File: src/hdl/uart_frame_pkg.sv
package uart_frame_pkg;

    // parity kind carried by the frame
    typedef enum logic {
        PARITY_EVEN = 1'b0, // parity bit makes the count of ones even
        PARITY_ODD  = 1'b1  // parity bit makes the count of ones odd
    } parity_e;

    // data bits per frame unless the top level says otherwise
    localparam int DEFAULT_DATA_WIDTH = 8;

    // bits in a frame besides the data bits
    localparam int START_BITS  = 1;
    localparam int PARITY_BITS = 1;
    localparam int STOP_BITS   = 1;

    // total bit periods in one frame: start, data, parity and stop
    function automatic int frame_bits(input int data_width);
        return data_width + START_BITS + PARITY_BITS + STOP_BITS;
    endfunction

endpackage

File: src/hdl/uart_timing_pkg.sv
package uart_timing_pkg;

    // clock cycles per bit period unless the top level says otherwise
    localparam int DEFAULT_CLKS_PER_BIT = 16;

    // flip-flops in the synchronizer on the serial input
    localparam int SYNC_STAGES = 2;

endpackage

File: src/hdl/rx_sampler.sv
module rx_sampler #(
    parameter int CLKS_PER_BIT = uart_timing_pkg::DEFAULT_CLKS_PER_BIT
) (
    input  logic clk,
    input  logic reset,
    input  logic rx,
    input  logic frame_done,
    output logic sampling_strobe,
    output logic start_detected,
    output logic sample_bit
);

    localparam int CNT_W = $clog2(CLKS_PER_BIT);
    localparam logic [CNT_W-1:0] HALF_PERIOD = CNT_W'(CLKS_PER_BIT / 2 - 1);
    localparam logic [CNT_W-1:0] FULL_PERIOD = CNT_W'(CLKS_PER_BIT - 1);

    logic [uart_timing_pkg::SYNC_STAGES-1:0] sync_q; // metastability chain
    logic                                    line_sync;
    logic                                    line_q;  // edge register
    logic                                    line_fall;
    logic                                    armed;   // low while hunting
    logic [CNT_W-1:0]                        bit_cnt;

    assign line_sync = sync_q[uart_timing_pkg::SYNC_STAGES-1];
    assign line_fall = line_q & ~line_sync; // high to low on the synced line

    // the line idles high, so preset the chain to avoid a false edge out of reset
    always_ff @(posedge clk) begin
        if (reset) begin
            sync_q <= '1;
            line_q <= 1'b1;
        end else begin
            sync_q <= {sync_q[uart_timing_pkg::SYNC_STAGES-2:0], rx};
            line_q <= line_sync;
        end
    end

    // bit-centre strobe generator
    always_ff @(posedge clk) begin
        if (reset) begin
            armed           <= 1'b0;
            bit_cnt         <= '0;
            sampling_strobe <= 1'b0;
            start_detected  <= 1'b0;
        end else begin
            sampling_strobe <= 1'b0;
            start_detected  <= 1'b0;
            if (!armed) begin
                if (line_fall) begin
                    armed           <= 1'b1;
                    bit_cnt         <= HALF_PERIOD; // next strobe at start bit centre
                    sampling_strobe <= 1'b1;
                    start_detected  <= 1'b1;
                end
            end else if (frame_done) begin
                armed <= 1'b0; // back to hunting
            end else if (bit_cnt == '0) begin
                bit_cnt         <= FULL_PERIOD;
                sampling_strobe <= 1'b1;
            end else begin
                bit_cnt <= bit_cnt - 1'b1;
            end
        end
    end

    // line_q is updated on the strobe edge, so it holds the centre sample
    assign sample_bit = line_q;

endmodule

File: src/hdl/rx_state.sv
module rx_state #(
    parameter int DATA_WIDTH = uart_frame_pkg::DEFAULT_DATA_WIDTH
) (
    input  logic clk,
    input  logic reset,
    input  logic start_detected,
    input  logic sampling_strobe,
    output logic data_is_available,
    output logic data_is_valid,
    output logic is_parity_stage
);

    // one extra code so the stop state always fits
    localparam int STATE_W = $clog2(uart_frame_pkg::frame_bits(DATA_WIDTH) + 1);

    localparam logic [STATE_W-1:0] ST_IDLE       = STATE_W'(0);
    localparam logic [STATE_W-1:0] ST_START      = STATE_W'(1);
    localparam logic [STATE_W-1:0] ST_DATA_FIRST = STATE_W'(2);
    localparam logic [STATE_W-1:0] ST_DATA_LAST  = STATE_W'(DATA_WIDTH + 1);
    localparam logic [STATE_W-1:0] ST_PARITY     = STATE_W'(DATA_WIDTH + 2);
    localparam logic [STATE_W-1:0] ST_STOP       = STATE_W'(DATA_WIDTH + 3);

    logic [STATE_W-1:0] state;

    // phase flags lag the state by one cycle
    always_ff @(posedge clk) begin
        if (reset) begin
            data_is_available <= 1'b0;
            is_parity_stage   <= 1'b0;
            data_is_valid     <= 1'b0;
        end else begin
            data_is_available <= (state >= ST_DATA_FIRST) && (state <= ST_DATA_LAST);
            is_parity_stage   <= (state == ST_PARITY);
            data_is_valid     <= (state == ST_STOP); // stop bit phase
        end
    end

    // frame sequence, advanced only on strobes
    always_ff @(posedge clk) begin
        if (reset) begin
            state <= ST_IDLE;
        end else if (sampling_strobe) begin
            case (state) inside
                ST_IDLE: begin
                    state <= start_detected ? ST_START : ST_IDLE;
                end
                ST_START: begin
                    state <= ST_DATA_FIRST;
                end
                [ST_DATA_FIRST:ST_DATA_LAST]: begin
                    state <= state + 1'b1; // last data state steps into parity
                end
                ST_PARITY: begin
                    state <= ST_STOP;
                end
                ST_STOP: begin
                    state <= ST_IDLE;
                end
                default: begin
                    state <= ST_IDLE; // unused codes recover
                end
            endcase
        end
    end

endmodule

File: src/hdl/rx_deserializer.sv
module rx_deserializer #(
    parameter int                      DATA_WIDTH = uart_frame_pkg::DEFAULT_DATA_WIDTH,
    parameter uart_frame_pkg::parity_e PARITY     = uart_frame_pkg::PARITY_EVEN
) (
    input  logic                  clk,
    input  logic                  reset,
    input  logic                  sampling_strobe,
    input  logic                  sample_bit,
    input  logic                  data_is_available,
    input  logic                  is_parity_stage,
    input  logic                  data_is_valid,
    output logic [DATA_WIDTH-1:0] rx_data,
    output logic                  rx_valid,
    output logic                  parity_error,
    output logic                  framing_error,
    output logic                  frame_done
);

    localparam logic ODD_PARITY = (PARITY == uart_frame_pkg::PARITY_ODD);

    logic [DATA_WIDTH-1:0] shift_q;
    logic                  parity_acc;  // xor of data bits so far
    logic                  parity_bad;  // result of the parity compare
    logic                  expected_parity;
    logic                  valid_q;
    logic                  data_strobe;
    logic                  parity_strobe;
    logic                  stop_strobe;

    assign data_strobe     = sampling_strobe & data_is_available;
    assign parity_strobe   = sampling_strobe & is_parity_stage;
    assign stop_strobe     = sampling_strobe & data_is_valid;
    assign expected_parity = parity_acc ^ ODD_PARITY;

    // payload path
    always_ff @(posedge clk) begin
        if (data_strobe) begin
            shift_q <= {sample_bit, shift_q[DATA_WIDTH-1:1]}; // lsb first on the line
        end
        if (parity_strobe) begin
            parity_bad <= sample_bit ^ expected_parity;
        end
        if (stop_strobe) begin
            rx_data <= shift_q;
        end
    end

    // frame result, flags are pulses alongside rx_valid
    always_ff @(posedge clk) begin
        if (reset) begin
            parity_acc    <= 1'b0;
            valid_q       <= 1'b0;
            parity_error  <= 1'b0;
            framing_error <= 1'b0;
        end else begin
            valid_q       <= 1'b0;
            parity_error  <= 1'b0;
            framing_error <= 1'b0;
            if (data_strobe) begin
                parity_acc <= parity_acc ^ sample_bit;
            end
            if (stop_strobe) begin
                valid_q       <= 1'b1;
                parity_error  <= parity_bad;
                framing_error <= ~sample_bit; // stop bit must be high
                parity_acc    <= 1'b0;        // ready for next frame
            end
        end
    end

    // the same pulse re-arms the sampler
    assign rx_valid   = valid_q;
    assign frame_done = valid_q;

endmodule

File: src/hdl/uart_rx_top.sv
module uart_rx_top #(
    parameter int                      DATA_WIDTH   = uart_frame_pkg::DEFAULT_DATA_WIDTH,
    parameter int                      CLKS_PER_BIT = uart_timing_pkg::DEFAULT_CLKS_PER_BIT,
    parameter uart_frame_pkg::parity_e PARITY       = uart_frame_pkg::PARITY_EVEN
) (
    input  logic                  clk,
    input  logic                  reset,
    input  logic                  rx,
    output logic [DATA_WIDTH-1:0] rx_data,
    output logic                  rx_valid,
    output logic                  parity_error,
    output logic                  framing_error
);

    logic sampling_strobe;
    logic start_detected;
    logic sample_bit;
    logic data_is_available;
    logic is_parity_stage;
    logic data_is_valid;
    logic frame_done;   // end of frame, re-arms the sampler

    rx_sampler #(
        .CLKS_PER_BIT(CLKS_PER_BIT)
    ) u_rx_sampler (
        .clk            (clk),
        .reset          (reset),
        .rx             (rx),
        .frame_done     (frame_done),
        .sampling_strobe(sampling_strobe),
        .start_detected (start_detected),
        .sample_bit     (sample_bit)
    );

    rx_state #(
        .DATA_WIDTH(DATA_WIDTH)
    ) u_rx_state (
        .clk              (clk),
        .reset            (reset),
        .start_detected   (start_detected),
        .sampling_strobe  (sampling_strobe),
        .data_is_available(data_is_available),
        .data_is_valid    (data_is_valid),
        .is_parity_stage  (is_parity_stage)
    );

    rx_deserializer #(
        .DATA_WIDTH(DATA_WIDTH),
        .PARITY    (PARITY)
    ) u_rx_deserializer (
        .clk              (clk),
        .reset            (reset),
        .sampling_strobe  (sampling_strobe),
        .sample_bit       (sample_bit),
        .data_is_available(data_is_available),
        .is_parity_stage  (is_parity_stage),
        .data_is_valid    (data_is_valid),
        .rx_data          (rx_data),
        .rx_valid         (rx_valid),
        .parity_error     (parity_error),
        .framing_error    (framing_error),
        .frame_done       (frame_done)
    );

endmodule

File: config.mk
export PLATFORM = sky130hd
export DESIGN_NAME = uart_rx_top
export DESIGN_NICKNAME = d
export VERILOG_FILES = /design/src/hdl/uart_frame_pkg.sv /design/src/hdl/uart_timing_pkg.sv /design/src/hdl/rx_sampler.sv /design/src/hdl/rx_state.sv /design/src/hdl/rx_deserializer.sv /design/src/hdl/uart_rx_top.sv
export SDC_FILE = /design/constraint.sdc
export NUM_CORES = 1
export LEC_CHECK = 0
export ABC_AREA = 0
export BUFFER_PORTS_ARGS = -buffer_cell sky130_fd_sc_hd__buf_2
export CAP_MARGIN = 20
export CORE_ASPECT_RATIO = 0.9
export CORE_UTILIZATION = 45
export CTS_CLUSTER_DIAMETER = 50
export DETAILED_ROUTE_END_ITERATION = 16
export PLACE_DENSITY = 0.69
export SLEW_MARGIN = 30
export SYNTH_ARGS = -nofsm -noshare
export SYNTH_HDL_FRONTEND = slang
export SYNTH_SLANG_ARGS = --single-unit
File: constraint.sdc
create_clock -name clk -period 2.13 [get_ports clk]
set_clock_uncertainty 0.1 [all_clocks]
set_input_delay 0.213 -clock clk [delete_from_list [all_inputs] [get_ports clk]]
set_output_delay 0.213 -clock clk [all_outputs]
set_load 0.1 [all_outputs]
# Word level (Yosys, flattened, before mapping)
# Cells that the tools add are included.
classes:
  n_addsub: 2
  n_lt_le_gt_ge: 2
  n_eq_ne: 4
  n_mux: 16
  bitwise_logic: 8
  reduce_logical: 8
ops:
  columns: ["op", "n"]
  rows:
  - ["2-to-1 mux 4 bit", 8]
  - ["== test 4 bit (second input constant)", 2]
  - ["zero test 4 bit", 2]
  - ["2-to-1 mux 1 bit", 8]
  - ["OR reduction 2 bit", 3]
  - ["adder 4 x 1 -> 4 bit (second input constant)", 1]
  - ["AND 1 bit", 4]
  - ["== test 4 x 1 -> 1 bit (second input constant)", 1]
  - [">= comparator 4 x 2 -> 1 bit (second input constant)", 1]
  - ["less-or-equal comparator 4 bit (second input constant)", 1]
  - ["subtractor 4 x 1 -> 4 bit (second input constant)", 1]
  - ["NOT 1 bit", 3]
  - ["!= test 2 bit (second input constant)", 1]
  - ["AND reduction 2 bit", 1]
  - ["nonzero test 2 bit", 1]
  - ["logical AND 1 bit", 1]
  - ["bitwise XOR 1 bit", 1]
totals:
  ff_bits: 38
  in_bits: 3
  output_inout_bits: 11
  word_cells: 57

# Logic depth before layout (Yosys ltp)
# Gate-level depths: netlist (run 1).
depth:
  depth_word: 5
  depth_mapped: 5

# By module
# From an unflattened synthesis (run 1), not the netlist that was laid out.
unflattened:
  hier_cells: 121
  area_unflattened_um2: 1511.4
by_module_without_submodules:
  columns: ["module", "n_inst", "cells_per_inst", "area_per_inst_um2", "seq_area_each_um2"]
  rows:
  - ["rx_deserializer", 1, 36, 680.7, 590.6]
  - ["rx_state", 1, 47, 441.7, 140.1]
  - ["rx_sampler", 1, 38, 389.1, 200.2]

# Worst setup path after synthesis (run 1)
# Ideal clock, no wire load.
synth_path:
  path_kind: "flip-flop to flip-flop"
  from: "reg u_rx_deserializer.valid_q (netlist: u_rx_deserializer.frame_done)"
  to: "reg u_rx_sampler.bit_cnt[3]"
  setup_time_ns: 0.092
  arrival_time_ns: 1.523
  t_required_ns: 1.938
  slack_ns: 0.415
  path_stages_with_launch: 5
  synth_period_minus_slack_ns: 1.715
  cell_sequence: "dfxtp_1 nor2b_1 buf_4 and4_1 nor4_1"
synth_between:
  elab_chain_len: 2
synth_rtl:
  columns: ["item", "line", "text"]
  rows:
  - ["start, declared", "rx_deserializer.sv:25", "logic valid_q;"]
  - ["start signal, assigned", "rx_deserializer.sv:52", "valid_q <= 1'b0;"]
  - ["start signal, assigned", "rx_deserializer.sv:56", "valid_q <= 1'b0;"]
  - ["start signal, assigned", "rx_deserializer.sv:63", "valid_q <= 1'b1;"]
  - ["!= test 2 bit (no source line)", null, null]
  - ["AND reduction 2 bit (no source line)", null, null]
  - ["end signal, assigned", "rx_sampler.sv:61", "bit_cnt <= bit_cnt - 1'b1;"]
  - ["end, declared", "rx_sampler.sv:22", "logic [CNT_W-1:0] bit_cnt;"]
# Every way passes these cells.
# A chain may end at the register's enable or synchronous reset.

# Worst setup path in the final report (run 1)
layout_path:
  from: "reg u_rx_state.state[1]"
  to: "reg u_rx_state.state[1]"
layout_between:
  elab_chain_len: 5
layout_rtl:
  columns: ["item", "line", "text"]
  rows:
  - ["start, declared", "rx_state.sv:23", "logic [STATE_W-1:0] state;"]
  - ["start signal, assigned", "rx_state.sv:45", "state <= start_detected ? ST_START : ST_IDLE;"]
  - ["start signal, assigned", "rx_state.sv:51", "state <= state + 1'b1;"]
  - [">= comparator 4 x 2 -> 1 bit (no source line) (tied with other cells)", null, null]
  - ["logical AND 1 bit / 2-to-1 mux 4 bit (equally long branches)", null, null]
  - ["2-to-1 mux 4 bit (2 in series)", "rx_state.sv:43", "case (state) inside"]
  - ["2-to-1 mux 4 bit *", "rx_state.sv:43", null]
# Mark *: on every way between the ends. The rest lies on a longest branch, timed or not.

==> flow_summary_export.csv, run 1 <==
group,metric,value,unit
sta,relSlewSlack,0.663,
logic_synthesis,ys_seq_elements,38,
routing,drt_iter0_drc,83,
worst_setup_path,end_kind,"register",
sta,layout_min_cycle_time,1.77,ns
logic_synthesis,ys_top_cells_by_area,"edfxtp_1 33%, dfxtp_1 27%, ha_1 4.9%",
sta,finalSetupViolCount,0,
worst_setup_path,slowest_delay,0.48,ns
sta,finalHoldViolations,0,
worst_setup_path,cp-start-kind,"register",
layout,area_growth,10.4,%
layout,final_util,0.539,
pwr,power.leakage,0.648,nW
sta,setup-tns-final,0,ns
pwr,irDropWorstVdd,0.000293,V
layout,instances_no_fill,180,
routing,drt_wl_total,2490,um
logic_synthesis,ys_warn_count,0,
global_route,grt_pass1_wl,4430,um
place,post-dp-hpwl,1750,um
worst_setup_path,worstPathRequired,2.21,ns
place,gp_congestion,0.985,
cts,post_cts_buffers,0,
logic_synthesis,synthTopCellsByCount,"21 x dfxtp_1, 17 x edfxtp_1, 10 x inv_1, 9 x nor2_1, 6 x ha_1",
cts,cts_tree,"done",
sta,timing.final.crit_share,0.831,
die,io_pins,14,
sta,slew_violations,0,
worst_setup_path,arrival,1.85,ns
flow_run,maxCapViolations,0,
die,start_util,0.488,
logic_synthesis,synth_most_common_cell,"dfxtp_1",
logic_synthesis,synthesis.area,1530,um^2
sta,fmax,565,MHz
cts,htree_num_levels,2,
worst_setup_path,r2r_cells,5,
logic_synthesis,synth_area_per_cell,12.5,um^2
run_status,status,"complete, no violations",
worst_setup_path,cp_slowest_cell,"dfxtp_1",
sta,fin_ws,0.360,ns
logic_synthesis,synth_largest_area_cell,"edfxtp_1",
worst_setup_path,cp_cell_sequence,"inv_1 -> ha_1 -> o21bai_1 -> a211oi_1 -> o311a_1",
cts,cts_sinks,38,
place,dp.cells,172,
place,place_ws,0.354,ns
place,io_buffers,13,
pwr,total_power,1.33,mW
worst_setup_path,path_max_fanout,6,
place,placed_area,1610,um^2
die,die_area,3640,um^2
worst_hold_path,whs_path_depth,2,
routing,first_pass_iters,4,
logic_synthesis,synth_flop_cell,"dfxtp_1",
cts,clk_pin_slew,0.07,ns
global_route,grt_max_degree,18,
logic_synthesis,synth_top_cell_area_share,0.333,
pwr,p_per_area,783,nW/um^2
routing,wl_per_cell,13.8,um
cts,insertion_delay,0.29,ns
global_route,overflow,0,
sta,tightest_slew,0.505,ns
cts,cts-root-buf,"clkbuf_8",
cts,postCtsHoldBufs,0,
logic_synthesis,synth.distinct_cells,44,
routing,ant_nets,0,
layout,fin_area,1690,um^2
global_route,grt_pass1_vias,974,
cts,cts_resized,0,
sta,hold_slack,0.00970,ns
logic_synthesis,ys_seq_area_frac,0.607,
global_route,track_usage,0.166,
sta,rsz0062_at_grt,"false",
die,rows,19,
layout,nets,146,
worst_setup_path,worstSetupPathType,"register to register",
cts,clockBufferDepth,2,
layout,diodes,0,
logic_synthesis,synth_edf_count,17,
logic_synthesis,syn_inst,123,
die,core-area,3140,um^2
logic_synthesis,syn-num-nets,132,
die,die_w,63.5,um
die,die_y,57.4,um
routing,viasPerCell,5.46,
routing,vias,983,
cts,cts_buffers,5,
routing,drcViolationCount,0,
global_route,grt_antenna_before_repair,0,
worst_hold_path,min_path_type,"input port to register",
logic_synthesis,async_flop_share,0,
layout,layout-drive-gt1-share,0.203,
==> final cells by class <==
class / instances / area, um^2
Inverter: 10 / 37.5
Timing Repair Buffer: 13 / 65.1
Clock buffer: 6 / 72.6
Clock inverter: 2 / 10.0
Sequential cell: 38 / 931
Fill cell: 282 / 1450
Multi-Input combinational cell: 69 / 524
Tap cell: 42 / 52.6
==> state kept, by name, summed over array words and instances (netlist names) <==
signal                             flops
u_rx_deserializer.frame_done           1
u_rx_deserializer.framing_error        1
u_rx_deserializer.parity_bad           1
u_rx_sampler.armed                     1
u_rx_state.data_is_available           1
u_rx_deserializer.shift_q              8
u_rx_sampler.bit_cnt                   4
u_rx_state.data_is_valid               1
u_rx_sampler.sample_bit                1
u_rx_sampler.start_detected            1
u_rx_state.state                       4
u_rx_deserializer.expected_parity      1
u_rx_deserializer.rx_data              8
u_rx_sampler.sync_q                    2
u_rx_state.is_parity_stage             1
u_rx_sampler.sampling_strobe           1
u_rx_deserializer.parity_error         1
==> report_power, final <==
group | switching, mW | internal [mW]
Combinational | 0.0404 | 0.0331
Clock | 0.241 | 0.226
Sequential | 0.0153 | 0.770
==> critical path, delay by kind of cell, from the launching register on <==
family,cells,cell delay (ns)
flip-flops,1,0.48
buffers and inverters,1,0.13
adder cells (fa/ha/maj),1,0.26
AO/OA/AOI/OAI,3,0.68
==> placed cells by master, fill, tap and decap left out, types with 2 or more instances in the layout <==
cell type | Yosys | final
a31oi_1 | 3 | 3
a41oi_1 | 2 | 2
and2_1 | 4 | 4
buf_2 | 2 | 13
clkbuf_8 | 0 | 5
clkinv_2 | 0 | 2
dfxtp_1 | 21 | 21
edfxtp_1 | 17 | 17
ha_1 | 6 | 6
inv_1 | 10 | 10
nand2_1 | 2 | 2
nand3_1 | 2 | 2
nor2_1 | 9 | 9
nor2b_1 | 2 | 2
nor3_1 | 5 | 5
o21a_1 | 2 | 2
o21ai_0 | 2 | 2
o21bai_1 | 2 | 2
or2_2 | 3 | 3
xor2_1 | 2 | 2
==> logic make-up (layout without fill, tap and decap cells) <==
| logic type | Yosys count | in the layout | share of synthesized area |
|---|---|---|---|
| AO/OA/AOI/OAI | 22 | 22 | 0.115 |
| XOR/XNOR | 2 | 2 | 0.0114 |
| adder cells (fa/ha/maj) | 6 | 6 | 0.0490 |
| buffers and inverters | 16 | 31 | 0.0506 |
| flip-flops | 38 | 38 | 0.607 |
| multiplexers | 1 | 1 | 0.00653 |
| AND/OR/NAND/NOR | 38 | 38 | 0.160 |
==> worst paths after layout <==
check	start	to	slack, ns
setup / recovery	u_rx_state.state[1]	u_rx_state.state[1]	0.36
hold / removal	rx	u_rx_sampler.sync_q[0]	0.01
setup reg to reg	u_rx_state.state[1]	u_rx_state.state[1]	0.36
hold reg to reg	u_rx_sampler.sync_q[0]	u_rx_sampler.sync_q[1]	0.30
==> layer usage <==
metal  up-vias  wire length, um  track usage
li1        469                -            -
met4         0               78        0.114
met5         -                0            0
met1       483             1120        0.195
met2        23             1170        0.261
met3         8              113       0.0500
Power figures use the tool's default switching activity.
==> run 2, diff against run 1 <==
PLACE_DENSITY = 0.72   (was 0.69)
clock period = 1.5 ns   (was 2.13 ns; I/O delays follow)
==> run 2 against run 1 <==
Power grew 67%. Critical path type unchanged. Sequential share of layout area is 6.5 points lower. First-iteration DRC count is 6.0% higher. Maximum frequency grew 21%. Wire length rose by 7.4%. Via count up 3.0%. Flip-flop and latch count did not move. Largest cell class unchanged. Count of clock-buffer cells in the layout unchanged. Largest power group unchanged. Setup slack got worse by 0.32 ns. Critical endpoint unchanged.
==> flow_summary_export.csv, run 2 (same netlist as run 1, synthesis figures left out) <==
group,metric,value,unit
pwr,pwr-share-seq,0.501,
layout,nets,162,
global_route,grt_max_degree,17,
sta,tightest_slew,0.491,ns
sta,relSlewSlack,0.675,
routing,drcViolationCount,0,
routing,drt_iter0_drc,88,
worst_setup_path,slowest_delay,0.37,ns
global_route,track_usage,0.171,
routing,first_pass_iters,4,
sta,fmax,685,MHz
cts,clockBufferDepth,2,
place,dp.cells,187,
sta,timing.final.crit_share,0.973,
layout,top_regs,"u_rx_deserializer.rx_data (8), u_rx_deserializer.shift_q (8)",
pwr,power.leakage,0.759,nW
die,die_area,3640,um^2
worst_setup_path,arrival,1.54,ns
sta,finalHoldViolations,0,
pwr,switching_share,0.204,
cts,cts-root-buf,"clkbuf_8",
routing,drt_wl_total,2670,um
die,rows,19,
global_route,grt_pass1_vias,987,
place,io_buffers,13,
global_route,use_met1,0.201,
routing,ant_nets,0,
cts,cts_buffers,5,
place,gp_congestion,0.924,
sta,slew_violations,0,
worst_setup_path,worstPathRequired,1.58,ns
worst_setup_path,r2r_slack,0.04,ns
pwr,switchingPower,452,uW
pwr,pwr-share-comb,0.067,
sta,finalSetupViolCount,0,
cts,insertion_delay,0.29,ns
cts,post_cts_buffers,0,
worst_setup_path,worstSetupPathType,"register to register",
worst_hold_path,min_path_type,"input port to register",
worst_setup_path,end_kind,"register",
sta,rsz0062_at_grt,"true",
run_status,status,"complete, no violations",
layout,diodes,0,
pwr,irDropWorstVdd,0.000530,V
layout,final_common_cell,"dfxtp_1",
die,die_y,57.4,um
global_route,grt_util_met3,0.0660,
worst_setup_path,crit_buf_inv,1,
die,die_w,63.5,um
die,io_pins,14,
pwr,p_clk_frac,0.432,
global_route,grt_antenna_before_repair,0,
routing,viasPerCell,5.16,
global_route,use_met2,0.272,
global_route,overflow,0,
die,start_util,0.488,
worst_setup_path,critPathTopFamily,"compound AO/OA/AOI/OAI gates",
layout,instances_no_fill,196,
sta,layout_min_cycle_time,1.46,ns
worst_setup_path,cp-start-kind,"register",
routing,wl_per_cell,13.6,um
cts,htree_num_levels,2,
layout,layout_common_cells,"18 x dfxtp_1, 17 x edfxtp_1, 15 x buf_4",
pwr,p_per_area,1140,nW/um^2
place,post-dp-hpwl,1890,um
worst_setup_path,cp_cell_sequence,"inv_2 -> ha_2 -> nand4bb_4 -> a21oi_1 -> o311a_1",
die,core-area,3140,um^2
routing,vias,1012,
cts,cts_sinks,38,
cts,cts_tree,"done",
layout,final_util,0.618,
worst_setup_path,path_max_fanout,4,
pwr,p_int,1.76,mW
global_route,grt-busiest-layer,"met2",
layout,area_growth,26.5,%
cts,clk_pin_slew,0.07,ns
worst_setup_path,cp_slowest_cell,"dfxtp_4",
global_route,grt_pass1_wl,4570,um
layout,layout-drive-gt1-share,0.377,
flow_run,maxCapViolations,0,
## run 2: cell types whose count changed in the layout (fill, tap and decap cells not counted), sizes merged
cell and change:
buf +15, bufinv +1, clkinv -1, dlygate4sd3 +1
## run 2: path summary, 6_finish.rpt
check | startpoint | to | cells past startpoint
worst max-delay path | u_rx_state.state[1] | u_rx_state.state[1] | 5
worst min-delay path | reset | u_rx_state.data_is_available | 3
worst max register to register | u_rx_state.state[1] | u_rx_state.state[1] | 5
worst min register to register | u_rx_sampler.sync_q[0] | u_rx_sampler.sync_q[1] | 1
## run 2: per-stage QoR
step / setup slack, ns / hold WS (ns) / setup TNS [ns] / instance area (um^2) / power (mW)
floorplan: 0.00423 / 0.154 / 0 / 1540 / 1.22
global placement: -0.00335 / 0.237 / -0.00335 / 1730 / 1.26
detailed placement: -0.0335 / 0.237 / -0.0361 / 1730 / 1.27
CTS: 0.00806 / 0.148 / 0 / 1900 / 2.23
global route: -0.0121 / 0.171 / -0.0197 / 1940 / 2.29
finish: 0.0405 / 0.162 / 0 / 1940 / 2.22
## run 2: metal layers
layer,up-vias,share of wire
met2,19,0.49
met3,5,0.039
li1,501,-
met1,487,0.45
met5,-,0
met4,0,0.018
## run 2: power groups by stage
stage | registers [mW] | logic, mW | clock network, mW
global route | 1.11 | 0.165 | 1.01
CTS | 1.11 | 0.141 | 0.977
floorplan | 1.13 | 0.0906 | 0
finish | 1.11 | 0.149 | 0.957
detailed placement | 1.14 | 0.135 | 0
global placement | 1.13 | 0.129 | 0
## run 2: final cells by class
type / count / area [um^2]
Clock buffer: 6 / 93.8
Clock inverter: 2 / 38.8
Fill cell: 271 / 1200
Inverter: 10 / 37.5
Multi-Input combinational cell: 69 / 589
Sequential cell: 38 / 940
Tap cell: 42 / 52.6
Timing Repair Buffer: 29 / 188
## run 2: repair_timing
item,4_1_cts,5_1_grt
resized for setup,9,7
hold buffers,1,0
pin swaps,2,4
hold endpoints to repair,1,0
endpoints found under the setup margin,3,3
## run 2: tightest hold or removal path, stage by stage
cell,delay (ns)
buf_2,0.09
buf_4,0.20
nor2_1,0.07
